File: src/logic/fetch_pkg.sv
// fetch subsystem shared definitions
package fetch_pkg;

    localparam int XLEN        = 32;        // word size
    localparam int WB_ADDR_W   = 12;        // wishbone byte address width
    localparam int IMEM_WORDS  = 256;
    localparam int IMEM_IDX_W  = 8;         // log2 of IMEM_WORDS
    localparam int TRAP_CODE_W = 5;

    localparam logic [XLEN-1:0] RESET_PC = 32'h8000_0000;

    // redirect source for a new pc
    typedef enum logic [1:0]
    {
        PC_JUMP = 2'd0,
        PC_MEPC = 2'd1,
        PC_TRAP = 2'd2
    } pc_sel_t;

    // matches the low two bits of mtvec
    typedef enum logic [1:0]
    {
        MTVEC_DIRECT   = 2'd0,
        MTVEC_VECTORED = 2'd1
    } mtvec_mode_t;

    // prefetch state machine
    typedef enum logic [1:0]
    {
        IDLE,
        NEW_PC,
        CONT_PC,
        STALLED
    } fetch_state_t;

    // config register offsets, memory sits below REG_CTRL
    typedef enum logic [WB_ADDR_W-1:0]
    {
        REG_CTRL  = 12'h400,
        REG_MTVEC = 12'h404,
        REG_MEPC  = 12'h408
    } wb_reg_addr_t;

endpackage : fetch_pkg

File: src/logic/simple_fetch.sv
// instruction prefetch unit
`timescale 1ns/1ps

module simple_fetch
(
    input  logic                               clk_i,
    input  logic                               rstn_i,

    input  logic                               fetch_en_i,

    // cpu side
    input  logic                               stall_i,
    input  logic                               new_pc_en_i,
    input  fetch_pkg::pc_sel_t                 pc_sel_i,
    input  logic [fetch_pkg::XLEN-1:0]         branch_target_i,
    input  logic [fetch_pkg::TRAP_CODE_W-1:0]  trap_code_i,

    // trap settings
    input  logic [fetch_pkg::XLEN-3:0]         mtvec_base_i,
    input  fetch_pkg::mtvec_mode_t             mtvec_mode_i,
    input  logic [fetch_pkg::XLEN-1:0]         mepc_i,

    output logic                               valid_o,   // instruction presented
    output logic [fetch_pkg::XLEN-1:0]         instr_o,
    output logic [fetch_pkg::XLEN-1:0]         pc_o,

    // memory side, combinational read
    output logic                               read_o,
    output logic [fetch_pkg::XLEN-1:0]         raddr_o,
    input  logic [fetch_pkg::XLEN-1:0]         rdata_i
);

    import fetch_pkg::*;

    fetch_state_t    current_state;
    fetch_state_t    next_state;

    logic [XLEN-1:0] pc;        // address read this cycle
    logic [XLEN-1:0] pc_r;      // address of the presented instruction
    logic [XLEN-1:0] new_pc;
    logic [XLEN-1:0] trap_target;

    // trap entry address from mtvec
    always_comb
    begin
        case (mtvec_mode_i)
            MTVEC_VECTORED: trap_target = {mtvec_base_i + (XLEN-2)'(trap_code_i), 2'b00};
            default:        trap_target = {mtvec_base_i, 2'b00};
        endcase
    end

    // redirect target
    always_comb
    begin
        new_pc = branch_target_i;
        case (pc_sel_i)
            PC_JUMP: new_pc = branch_target_i;
            PC_MEPC: new_pc = mepc_i;
            PC_TRAP: new_pc = trap_target;
            default: new_pc = branch_target_i;
        endcase
    end

    always_ff @(posedge clk_i or negedge rstn_i)
    begin
        if (!rstn_i)
        begin
            current_state <= IDLE;
        end
        else
        begin
            current_state <= next_state;
        end
    end

    always_comb
    begin
        next_state = current_state;
        read_o     = 1'b0;
        valid_o    = 1'b0;
        pc         = pc_r;

        case (current_state)
            IDLE:
            begin
                if (fetch_en_i)
                begin
                    next_state = NEW_PC;
                end
            end

            NEW_PC:
            begin
                read_o     = 1'b1;       // refill instr for pc_r
                next_state = CONT_PC;
            end

            CONT_PC:
            begin
                read_o  = 1'b1;
                valid_o = 1'b1;
                if (stall_i)
                begin
                    next_state = STALLED;    // hold pc, redirect ignored
                end
                else if (new_pc_en_i)
                begin
                    pc         = new_pc;
                    next_state = NEW_PC;
                end
                else
                begin
                    pc = pc_r + 32'd4;
                end
            end

            STALLED:
            begin
                if (!stall_i)
                begin
                    next_state = NEW_PC;
                end
            end

            default: next_state = IDLE;
        endcase
    end

    always_ff @(posedge clk_i or negedge rstn_i)
    begin
        if (!rstn_i)
        begin
            pc_r <= RESET_PC;
        end
        else
        begin
            pc_r <= pc;
        end
    end

    // word at pc, lines up with pc_r next cycle
    always_ff @(posedge clk_i)
    begin
        instr_o <= rdata_i;
    end

    assign raddr_o = pc;
    assign pc_o    = pc_r;

    valid_needs_read: assert property (@(posedge clk_i) disable iff (!rstn_i)
        valid_o |-> read_o);

    // redirect targets reach pc_o aligned
    pc_aligned: assert property (@(posedge clk_i) disable iff (!rstn_i)
        valid_o |-> (pc_o[1:0] == 2'b00));

endmodule : simple_fetch

File: config.mk
export PLATFORM = sky130hd
export DESIGN_NAME = simple_fetch
export DESIGN_NICKNAME = d
export VERILOG_FILES = /design/src/logic/fetch_pkg.sv /design/src/logic/simple_fetch.sv
export SDC_FILE = /design/constraint.sdc
export NUM_CORES = 1
export LEC_CHECK = 0
export ABC_AREA = 1
export ABC_CLOCK_PERIOD_IN_PS = 3000
export BUFFER_PORTS_ARGS = -buffer_cell sky130_fd_sc_hd__buf_2
export CAP_MARGIN = 30
export CORE_MARGIN = 3
export CORE_UTILIZATION = 46
export DETAILED_ROUTE_END_ITERATION = 16
export PLACE_DENSITY = 0.8
export SYNTH_ARGS = -nofsm -noshare
export SYNTH_HDL_FRONTEND = slang
export SYNTH_SLANG_ARGS = --single-unit
File: constraint.sdc
create_clock -name clk_i -period 3 [get_ports clk_i]
set_input_delay 0.6 -clock clk_i [delete_from_list [all_inputs] [get_ports clk_i]]
set_output_delay 0.6 -clock clk_i [all_outputs]
set_load 0.05 [all_outputs]
==> results.ini <==
[pwr]
clkPwrFrac=0.107
ir_drop_uv=989
pwr_density_cell_mw_per_mm2=894
power.total_uw=6650
power_frac_comb=0.677
p_seq_frac=0.216
p_leak_uw=0.00369
p_sw_uw=3820
internal-power_uw=2830
swShare=0.574

[clocking]
cts_sinks=66
cts_tree=done
cts_buffers=9
cts-root-buf=clkbuf_8
ctsHoldBuffers=0
clk_latency_ns=0.35
clk_path_buf_depth=2
path_clk_slew_ns=0.09
htree_levels=3

[worst_setup_path]
crit_slowest_cell=fa_2
path_max_fanout=6
cp_cell_sequence=buf_8 -> ha_4 -> fa_2 -> nand2_2 -> nand2_2 -> o21ai_4 -> o21ai_4 -> buf_6 -> nand3b_1 -> nand2_1 -> nand2_1 -> nand2_1 -> nand3_1 -> nand2_1 -> nand2_1 -> o21ai_2 -> buf_6
cp.arrival_ns=2.39
crit_path_max_incr_delay_ns=0.34
start_kind=input pin
worstPathRequired_ns=2.40
path_common_cell=nand2_1
worstSetupPathType=input pin to primary output
cp-end-kind=primary output

[cells_and_area]
antenna_cells=0
instances_no_fill=1124
area_growth_pct=61.1
final_nets=1143
fill_cells=697
drive_gt1_frac=0.460

[floorplan]
dieArea_mm2=0.0113
io_pins=238
die_h_um=106
core_mm2=0.00950
rows=35
start_util=0.486
die_w_um=106

[timing]
max_freq_mhz=335
finalCritPeriodShare=0.996
worst-slew-pin-transition_ns=0.781
period_minus_slack_ns=2.99
report.final.slew_viol_count=0
timing.slew.headroom=0.479
hold_violations=0
rsz0062_at_grt=true
fin_skew_ns=0.0126
fin_ws_ns=0.0111
setup_viol=0

[yosys]
synthFlopType=dfrtp_1
synth_nets=838
ys_ff_latch=66
syn_avg_cell_area_um2=6.74
netlist_area_mm2=0.00461
synth-edff-count=0
syn_inst=685
async_flop_share=0.515
ys_types=45
yosysWarnings=0
synth-seq-area-share=0.323

[global_routing]
grt_util_all_layers=0.314
grt_max_degree=35
grt_pass1_wl_um=28400
antenna_found_initial=0
grt_pass1_vias=5886
overflow=0

[route]
drc=0
drt_iter0_markers=580
finalWirelength_um=19300
postRouteAntennaNets=0
routedWlPerCell_um=17.2
dr.pass1.iters=5
avgViaCountPerCell=5.52
vias=6207

[status]
status=complete, no violations

[placement]
place_congestion=0.955
placedCellCount=1077
dp_hpwl_um=14000
place_ws_ns=-0.290
io_buffers=237

[worst_hold_path]
holdCritPathClass=input pin to asynchronous set/reset pin

[flow_run]
maxCapViolCount=0

## final cells by class
type | instances | area (um2) | area share
clock buffers | 9 | 124 | 0.0167
clock inverters | 7 | 57.6 | 0.00774
inverters | 91 | 344 | 0.0463
multi-input cells | 509 | 3210 | 0.431
flip-flops and latches | 66 | 1500 | 0.201
well taps | 129 | 161 | 0.0217
repair buffers | 313 | 2040 | 0.275
## cell usage in the layout, fill, tap and decap left out, types with 4 or more instances in the layout
master    instances
a21oi_1          27
a21oi_2           6
a221oi_1         13
a221oi_2          6
buf_2           200
buf_4            74
buf_6            27
buf_8             9
clkbuf_8          9
dfrtp_1          29
dfrtp_2           4
dfxtp_1          32
ha_1              4
ha_4              7
inv_1            78
inv_2            10
nand2_1         146
nand2_2          18
nand2_4           6
nand3_1          52
nand3_2          12
nand4_1          16
nor2_1           56
nor2_2           12
nor2_4           10
nor3_1           15
o211ai_1          6
o21ai_0          19
o21ai_1          17
o21ai_2           8
or2_2             4
xor2_1            5
## power groups by stage
stage | Combinational (uW) | Sequential (uW) | Clock (uW)
after floorplan | 1940 | 2210 | 0
after global routing | 4720 | 1470 | 760
after detailed placement | 3720 | 1430 | 0
after global placement | 3700 | 1420 | 0
after CTS | 4060 | 1410 | 713
final | 4500 | 1440 | 709
## synth_stat cells (all sizes together), types with 4 or more instances
cell | number | area share
nand2 | 170 | 0.14
inv | 88 | 0.072
nor2 | 79 | 0.078
nand3 | 65 | 0.073
o21ai | 47 | 0.053
a21oi | 35 | 0.038
dfrtp | 33 | 0.18
dfxtp | 32 | 0.14
nor3 | 21 | 0.028
a221oi | 19 | 0.036
clkbuf | 16 | 0.013
nand4 | 16 | 0.022
ha | 12 | 0.033
o211ai | 6 | 0.0098
xor2 | 5 | 0.0095
a31oi | 4 | 0.0054
o31ai | 4 | 0.0065
or2 | 4 | 0.0054
## critical path: cells and delay by family
| family | cells | cell delay, ns |
|---|---|---|
| buffers and inverters | 3 | 0.40 |
| AOI/OAI and AO/OA | 3 | 0.30 |
| adders and majority gates | 2 | 0.49 |
| and+or+nand+nor | 9 | 0.59 |
## flip-flops by register name, indices dropped and copies added (netlist names)
signal,count
instr_o,32
current_state,2
pc_o,32
## metrics by stage
stage / setup TNS [ns] / hold WS [ns] / cell area [um2] / util
2_1_floorplan: -0.685 / 0.304 / 4690 / -
3_3_place_gp: -3.70 / 0.511 / 6300 / 0.663
3_5_place_dp: -4.61 / 0.532 / 6300 / 0.663
4_1_cts: -0.0435 / 0.339 / 6880 / 0.724
5_1_grt: -1.61 / 0.338 / 7440 / 0.782
6_report: 0 / 0.328 / 7440 / 0.782
## cells by family (layout without fill, tap and decap cells)
kind of cell,after synthesis,in the layout,synth area share
xor+xnor,6,6,0.0114
compound gates,129,129,0.173
flops,66,66,0.323
buf+inv,110,420,0.0960
simple gates,361,361,0.359
fa+ha+maj,13,13,0.0369
## final timing paths
path | startpoint | endpoint | slack, ns | cells after the start
setup / recovery | mtvec_base_i[0] | raddr_o[24] | 0.01 | 17
hold / removal | rstn_i | pc_o[24] | 0.33 | 1
setup reg to reg | pc_o[3] | pc_o[17] | 0.15 | 19
hold reg to reg | pc_o[0] | pc_o[0] | 0.58 | 1
max in group asynchronous | rstn_i | pc_o[4] | 2.12 | 1
min in group clk_i | rdata_i[29] | instr_o[29] | 0.35 | 1
## what timing repair did
item / CTS / global route
pin swaps: 11 / 49
resized for setup: 85 / 123
gates cloned: 0 / 0
setup buffers: 11 / 20
setup endpoints to repair: 31 / 33
## per-layer routing
layer	global-route usage	vias up	wire length, um
li1	-	2919	-
met1	0.392	2820	7340
met2	0.532	385	9380
met3	0.0565	83	1650
met4	0.133	0	918
met5	0	-	0
No activity file was read; power rests on OpenSTA's default activity.
