File: src/logic/fetch_pkg.sv
// fetch subsystem shared definitions
package fetch_pkg;

    localparam int XLEN        = 32;        // word size
    localparam int WB_ADDR_W   = 12;        // wishbone byte address width
    localparam int IMEM_WORDS  = 256;
    localparam int IMEM_IDX_W  = 8;         // log2 of IMEM_WORDS
    localparam int TRAP_CODE_W = 5;

    localparam logic [XLEN-1:0] RESET_PC = 32'h8000_0000;

    // redirect source for a new pc
    typedef enum logic [1:0]
    {
        PC_JUMP = 2'd0,
        PC_MEPC = 2'd1,
        PC_TRAP = 2'd2
    } pc_sel_t;

    // matches the low two bits of mtvec
    typedef enum logic [1:0]
    {
        MTVEC_DIRECT   = 2'd0,
        MTVEC_VECTORED = 2'd1
    } mtvec_mode_t;

    // prefetch state machine
    typedef enum logic [1:0]
    {
        IDLE,
        NEW_PC,
        CONT_PC,
        STALLED
    } fetch_state_t;

    // config register offsets, memory sits below REG_CTRL
    typedef enum logic [WB_ADDR_W-1:0]
    {
        REG_CTRL  = 12'h400,
        REG_MTVEC = 12'h404,
        REG_MEPC  = 12'h408
    } wb_reg_addr_t;

endpackage : fetch_pkg

File: src/logic/fetch_regs.sv
// fetch configuration registers
`timescale 1ns/1ps

module fetch_regs
(
    input  logic                               clk_i,
    input  logic                               rstn_i,

    // wishbone classic slave
    input  logic                               wb_cyc_i,
    input  logic                               wb_stb_i,
    input  logic                               wb_we_i,
    input  logic [fetch_pkg::WB_ADDR_W-1:0]    wb_adr_i,
    input  logic [fetch_pkg::XLEN-1:0]         wb_dat_i,
    output logic [fetch_pkg::XLEN-1:0]         wb_dat_o,
    output logic                               wb_ack_o,

    // instruction memory write path
    output logic                               mem_we_o,
    output logic [fetch_pkg::IMEM_IDX_W-1:0]   mem_idx_o,
    output logic [fetch_pkg::XLEN-1:0]         mem_wdata_o,

    // held settings for the fetch unit
    output logic                               fetch_en_o,
    output logic [fetch_pkg::XLEN-3:0]         mtvec_base_o,
    output fetch_pkg::mtvec_mode_t             mtvec_mode_o,
    output logic [fetch_pkg::XLEN-1:0]         mepc_o
);

    import fetch_pkg::*;

    logic            req;
    logic            accept;     // request taken this cycle, ack follows
    logic            mem_sel;
    logic            ack_q;
    logic [XLEN-1:0] rd_data;
    logic [XLEN-1:0] dat_q;

    logic            fetch_en_q;
    logic [XLEN-3:0] mtvec_base_q;
    mtvec_mode_t     mtvec_mode_q;
    logic [XLEN-1:0] mepc_q;

    assign req     = wb_cyc_i && wb_stb_i;
    assign accept  = req && !ack_q;          // no back-to-back acks
    assign mem_sel = (wb_adr_i < REG_CTRL);

    // memory write lands on the same edge that raises ack
    assign mem_we_o    = accept && wb_we_i && mem_sel;
    assign mem_idx_o   = wb_adr_i[IMEM_IDX_W+1:2];
    assign mem_wdata_o = wb_dat_i;

    // register read mux, memory and unknown offsets read as zero
    always_comb
    begin
        rd_data = '0;
        case (wb_adr_i)
            REG_CTRL:  rd_data = {{(XLEN-1){1'b0}}, fetch_en_q};
            REG_MTVEC: rd_data = {mtvec_base_q, mtvec_mode_q};
            REG_MEPC:  rd_data = mepc_q;
            default:   rd_data = '0;
        endcase
    end

    always_ff @(posedge clk_i or negedge rstn_i)
    begin
        if (!rstn_i)
        begin
            ack_q        <= 1'b0;
            dat_q        <= '0;
            fetch_en_q   <= 1'b0;
            mtvec_base_q <= '0;
            mtvec_mode_q <= MTVEC_DIRECT;
            mepc_q       <= '0;
        end
        else
        begin
            ack_q <= accept;
            if (accept)
            begin
                dat_q <= wb_we_i ? '0 : rd_data;
            end

            if (accept && wb_we_i)
            begin
                case (wb_adr_i)
                    REG_CTRL:  fetch_en_q <= wb_dat_i[0];
                    REG_MTVEC:
                    begin
                        mtvec_base_q <= wb_dat_i[XLEN-1:2];
                        mtvec_mode_q <= mtvec_mode_t'(wb_dat_i[1:0]);
                    end
                    REG_MEPC:  mepc_q <= {wb_dat_i[XLEN-1:2], 2'b00}; // keep aligned
                    default:   ;
                endcase
            end
        end
    end

    assign wb_ack_o     = ack_q;
    assign wb_dat_o     = dat_q;
    assign fetch_en_o   = fetch_en_q;
    assign mtvec_base_o = mtvec_base_q;
    assign mtvec_mode_o = mtvec_mode_q;
    assign mepc_o       = mepc_q;

    // ack answers a request seen one cycle earlier
    ack_follows_req: assert property (@(posedge clk_i) disable iff (!rstn_i)
        wb_ack_o |-> $past(wb_cyc_i && wb_stb_i));

endmodule : fetch_regs

File: config.mk
export PLATFORM = sky130hd
export DESIGN_NAME = fetch_regs
export DESIGN_NICKNAME = d
export VERILOG_FILES = /design/src/logic/fetch_pkg.sv /design/src/logic/fetch_regs.sv
export SDC_FILE = /design/constraint.sdc
export NUM_CORES = 1
export LEC_CHECK = 0
export BUFFER_PORTS_ARGS = -buffer_cell sky130_fd_sc_hd__buf_2
export CAP_MARGIN = 20
export CORE_MARGIN = 2
export CORE_UTILIZATION = 35
export DETAILED_ROUTE_END_ITERATION = 10
export GPL_TIMING_DRIVEN = 0
export PLACE_DENSITY_LB_ADDON = 0.12
export REMOVE_ABC_BUFFERS = 1
export SETUP_SLACK_MARGIN = 0.5
export SLEW_MARGIN = 20
export SYNTH_ARGS = -nofsm -noshare
export SYNTH_HDL_FRONTEND = slang
export SYNTH_SLANG_ARGS = --single-unit
File: constraint.sdc
create_clock -name clk_i -period 2.65 [get_ports clk_i]
set_clock_uncertainty 0.05 [all_clocks]
set_input_delay 0.265 -clock clk_i [delete_from_list [all_inputs] [get_ports clk_i]]
set_output_delay 0.265 -clock clk_i [all_outputs]
set_load 0.01 [all_outputs]
==> impl_metrics.env <==
export IMPL_gp_congestion=0.734
export IMPL_max_slew_margin_pct=61.4
export IMPL_cts_sinks=96
export IMPL_drive_gt1_share_pct=52.1
export IMPL_rows=40
export IMPL_synth_edf_count=0
export IMPL_cp_required_ns=2.82
export IMPL_detail_route_iter0_violations=111
export IMPL_die_h_um=115
export IMPL_r2r_end="mtvec_base_o[22]$_DFFE_PN0P_"
export IMPL_pwr_density_cell_nw_per_um2=528
export IMPL_period_minus_slack_ns=2.03
export IMPL_slew_violations=0
export IMPL_via_per_inst=4.89
export IMPL_hold_class="input port to flop"
export IMPL_drv_cap=0
export IMPL_dp_cells=620
export IMPL_rsz0062_at_grt="false"
export IMPL_cts_made_buffers=9
export IMPL_path_clk_slew_ns=0.06
export IMPL_dp_hpwl_mm=7.62
export IMPL_hold_start="wb_we_i"
export IMPL_synth_area_leader_cell="dfrtp_1"
export IMPL_syn_area_um2=4310
export IMPL_setup_viol=0
export IMPL_multi_input_area_um2=1520
export IMPL_hold_depth=2
export IMPL_setup_ws_ns=0.617
export IMPL_area_delta_synth_final_pct=29.2
export IMPL_async_flop_share_pct=100
export IMPL_ys_seq_area_share_pct=55.7
export IMPL_arrival_ns=2.21
export IMPL_drt_wirelength_per_cell_um=16.0
export IMPL_outcome="completed"
export IMPL_vias=3130
export IMPL_grt_max_degree=53
export IMPL_cts_tree="done"
export IMPL_power_leakage_nw=3.15
export IMPL_avgSynthCellArea_um2=13.0
export IMPL_drc=0
export IMPL_regArea_um2=2400
export IMPL_track_usage_pct=15.8
export IMPL_yosysWarnings=0
export IMPL_root_buffer="clkbuf_16"
export IMPL_syn_inst=332
export IMPL_grt_overflow_total=0
export IMPL_max_clock_freq_mhz=492
export IMPL_synth_most_common_cell="dfrtp_1"
export IMPL_core_area_um2=12000
export IMPL_cp_max_fo=17
export IMPL_holdPathEnd="wb_dat_o[1]$_DFFE_PN0N_"
export IMPL_num_antenna_cells=0
export IMPL_die_width_um=115
export IMPL_synth_top_area_share_pct=55.7
export IMPL_synth_ff_type="dfrtp_1"
export IMPL_drt_pass1_iter_count=4
export IMPL_worst_pin_slew_ns=0.574
export IMPL_synth_common_cells="dfrtp_1, buf_4, nand2_1, o21ai_0"
export IMPL_grt_pass1_vias=2970
export IMPL_num_io_pins=188
export IMPL_ys_types=27
export IMPL_fin_cells=640
export IMPL_fillers=1141
export IMPL_dp_slack_ns=0.250
export IMPL_cp_end_kind="flop"
export IMPL_antenna_found_initial=0
export IMPL_io_buffers=185
export IMPL_die_area_um2=13200
export IMPL_irDropWorstVdd_v=0.000197
export IMPL_r2r_start="wb_ack_o$_DFF_PN0_"
export IMPL_ant_nets=0
export IMPL_start_util_pct=35.9
export IMPL_synth_area_top_cells="dfrtp_1, mux2_4, mux2_1, buf_4, a22oi_1"
export IMPL_nets=537
export IMPL_post_route_period_util_pct=76.7
export IMPL_cts_max_level=3
export IMPL_drt_wl_total_mm=10.2
export IMPL_r2r_slack_ns=0.62
export IMPL_start_kind="flop"
export IMPL_hold_violations=0
export IMPL_synth_seq_cells=96
export IMPL_clkLatencyLatePin_ns=0.33
export IMPL_reg2reg_depth=4
export IMPL_clockBufferDepth=2
export IMPL_crit_type="flop to flop"
export IMPL_grt_pass1_wl_mm=16.0
## cell type report
type,count,area share [%]
flip-flops and latches,96,43.1
multi-input cells,175,27.2
repair buffers,204,20.8
clock buffers,14,5.28
well taps,147,3.30
clock inverters,2,0.180
inverters,2,0.135
## layout by cell type, fill, tap and decap left out
cell type,n
buf_2,184
dfrtp_1,96
nand2_1,32
o21ai_0,31
mux2_4,30
mux2_1,30
a22oi_1,30
buf_6,12
clkbuf_16,9
clkbuf_8,5
buf_4,4
nand4_1,3
mux2_2,3
inv_1,2
nor4b_4,2
conb_1,2
clkinv_2,2
nand3b_1,1
and4b_1,1
nor3b_1,1
nor4b_2,1
nor4_2,1
nand4_4,1
a2111oi_0,1
nand3_1,1
o41ai_1,1
mux2i_1,1
or4_1,1
nor4_1,1
dlygate4sd3_1,1
buf_12,1
buf_8,1
buf_16,1
## how the worst max path moves through the flow
stage	start	end	slack [ns]	cells after the start
2_1_floorplan	wb_adr_i[1]	mepc_o[10]$_DFFE_PN0P_	-1.10	3
3_3_place_gp	wb_adr_i[2]	mepc_o[24]$_DFFE_PN0P_	-4.08	4
3_5_place_dp	wb_adr_i[9]	mepc_o[20]$_DFFE_PN0P_	0.25	6
4_1_cts	wb_ack_o$_DFF_PN0_	mepc_o[29]$_DFFE_PN0P_	0.52	5
5_1_grt	wb_ack_o$_DFF_PN0_	mtvec_base_o[22]$_DFFE_PN0P_	0.50	4
6_report	wb_ack_o$_DFF_PN0_	mtvec_base_o[22]$_DFFE_PN0P_	0.62	4
## report_power, final
| part | switching (mW) | total, mW | internal, mW | leakage [nW] |
|---|---|---|---|---|
| registers | 0.00133 | 1.47 | 1.47 | 1.34 |
| logic | 0.113 | 0.183 | 0.0697 | 1.65 |
| clock network | 0.529 | 1.29 | 0.762 | 0.155 |
| total | 0.643 | 2.94 | 2.30 | 3.15 |
## flip-flops by register name (all words and copies together) (netlist names)
register,cells
mepc_o,30
mtvec_base_o,30
wb_dat_o,32
fetch_en_o,1
wb_ack_o,1
mtvec_mode_o,2
## critical path, stage by stage (launching register included)
cell and delay, ns:
dfrtp_1 0.39, and4b_1 0.37, nand4_4 0.43, buf_12 0.36, mux2_4 0.31
## layer usage
layer | up-vias | GRT usage (%) | wire length (µm)
met2 | 123 | 23.6 | 4680
met1 | 1553 | 22.0 | 4720
met3 | 7 | 4.32 | 715
met4 | 0 | 5.78 | 119
met5 | - | 0 | 0
li1 | 1447 | - | -
## cells by family after synthesis
logic type	share of synthesized area (%)
other	0.0869
and+or+nand+nor	6.06
AOI/OAI and AO/OA	9.22
buffers and inverters	9.66
DFF	55.7
muxes	19.3
## per-stage QoR
stage / setup TNS, ns / hold WS [ns] / total power [mW] / util, % / area [µm²]
finish: 0 / 0.0995 / 2.94 / 46.4 / 5570
floorplan: -45.91 / -0.0806 / 1.52 / - / 3910
CTS: 0 / 0.0825 / 2.99 / 46.2 / 5550
global placement: -225.58 / 0.408 / 1.66 / 41.8 / 5020
global route: 0 / 0.0994 / 3.07 / 46.4 / 5570
detailed placement: 0 / 0.167 / 1.68 / 43.6 / 5240
## repair_timing
item,CTS,global route
endpoints found under the hold margin,44,0
setup endpoints to repair,0,11
hold buffers,1,0
resized for setup,0,0
setup buffers,0,3
Power figures use the tool's default switching activity.
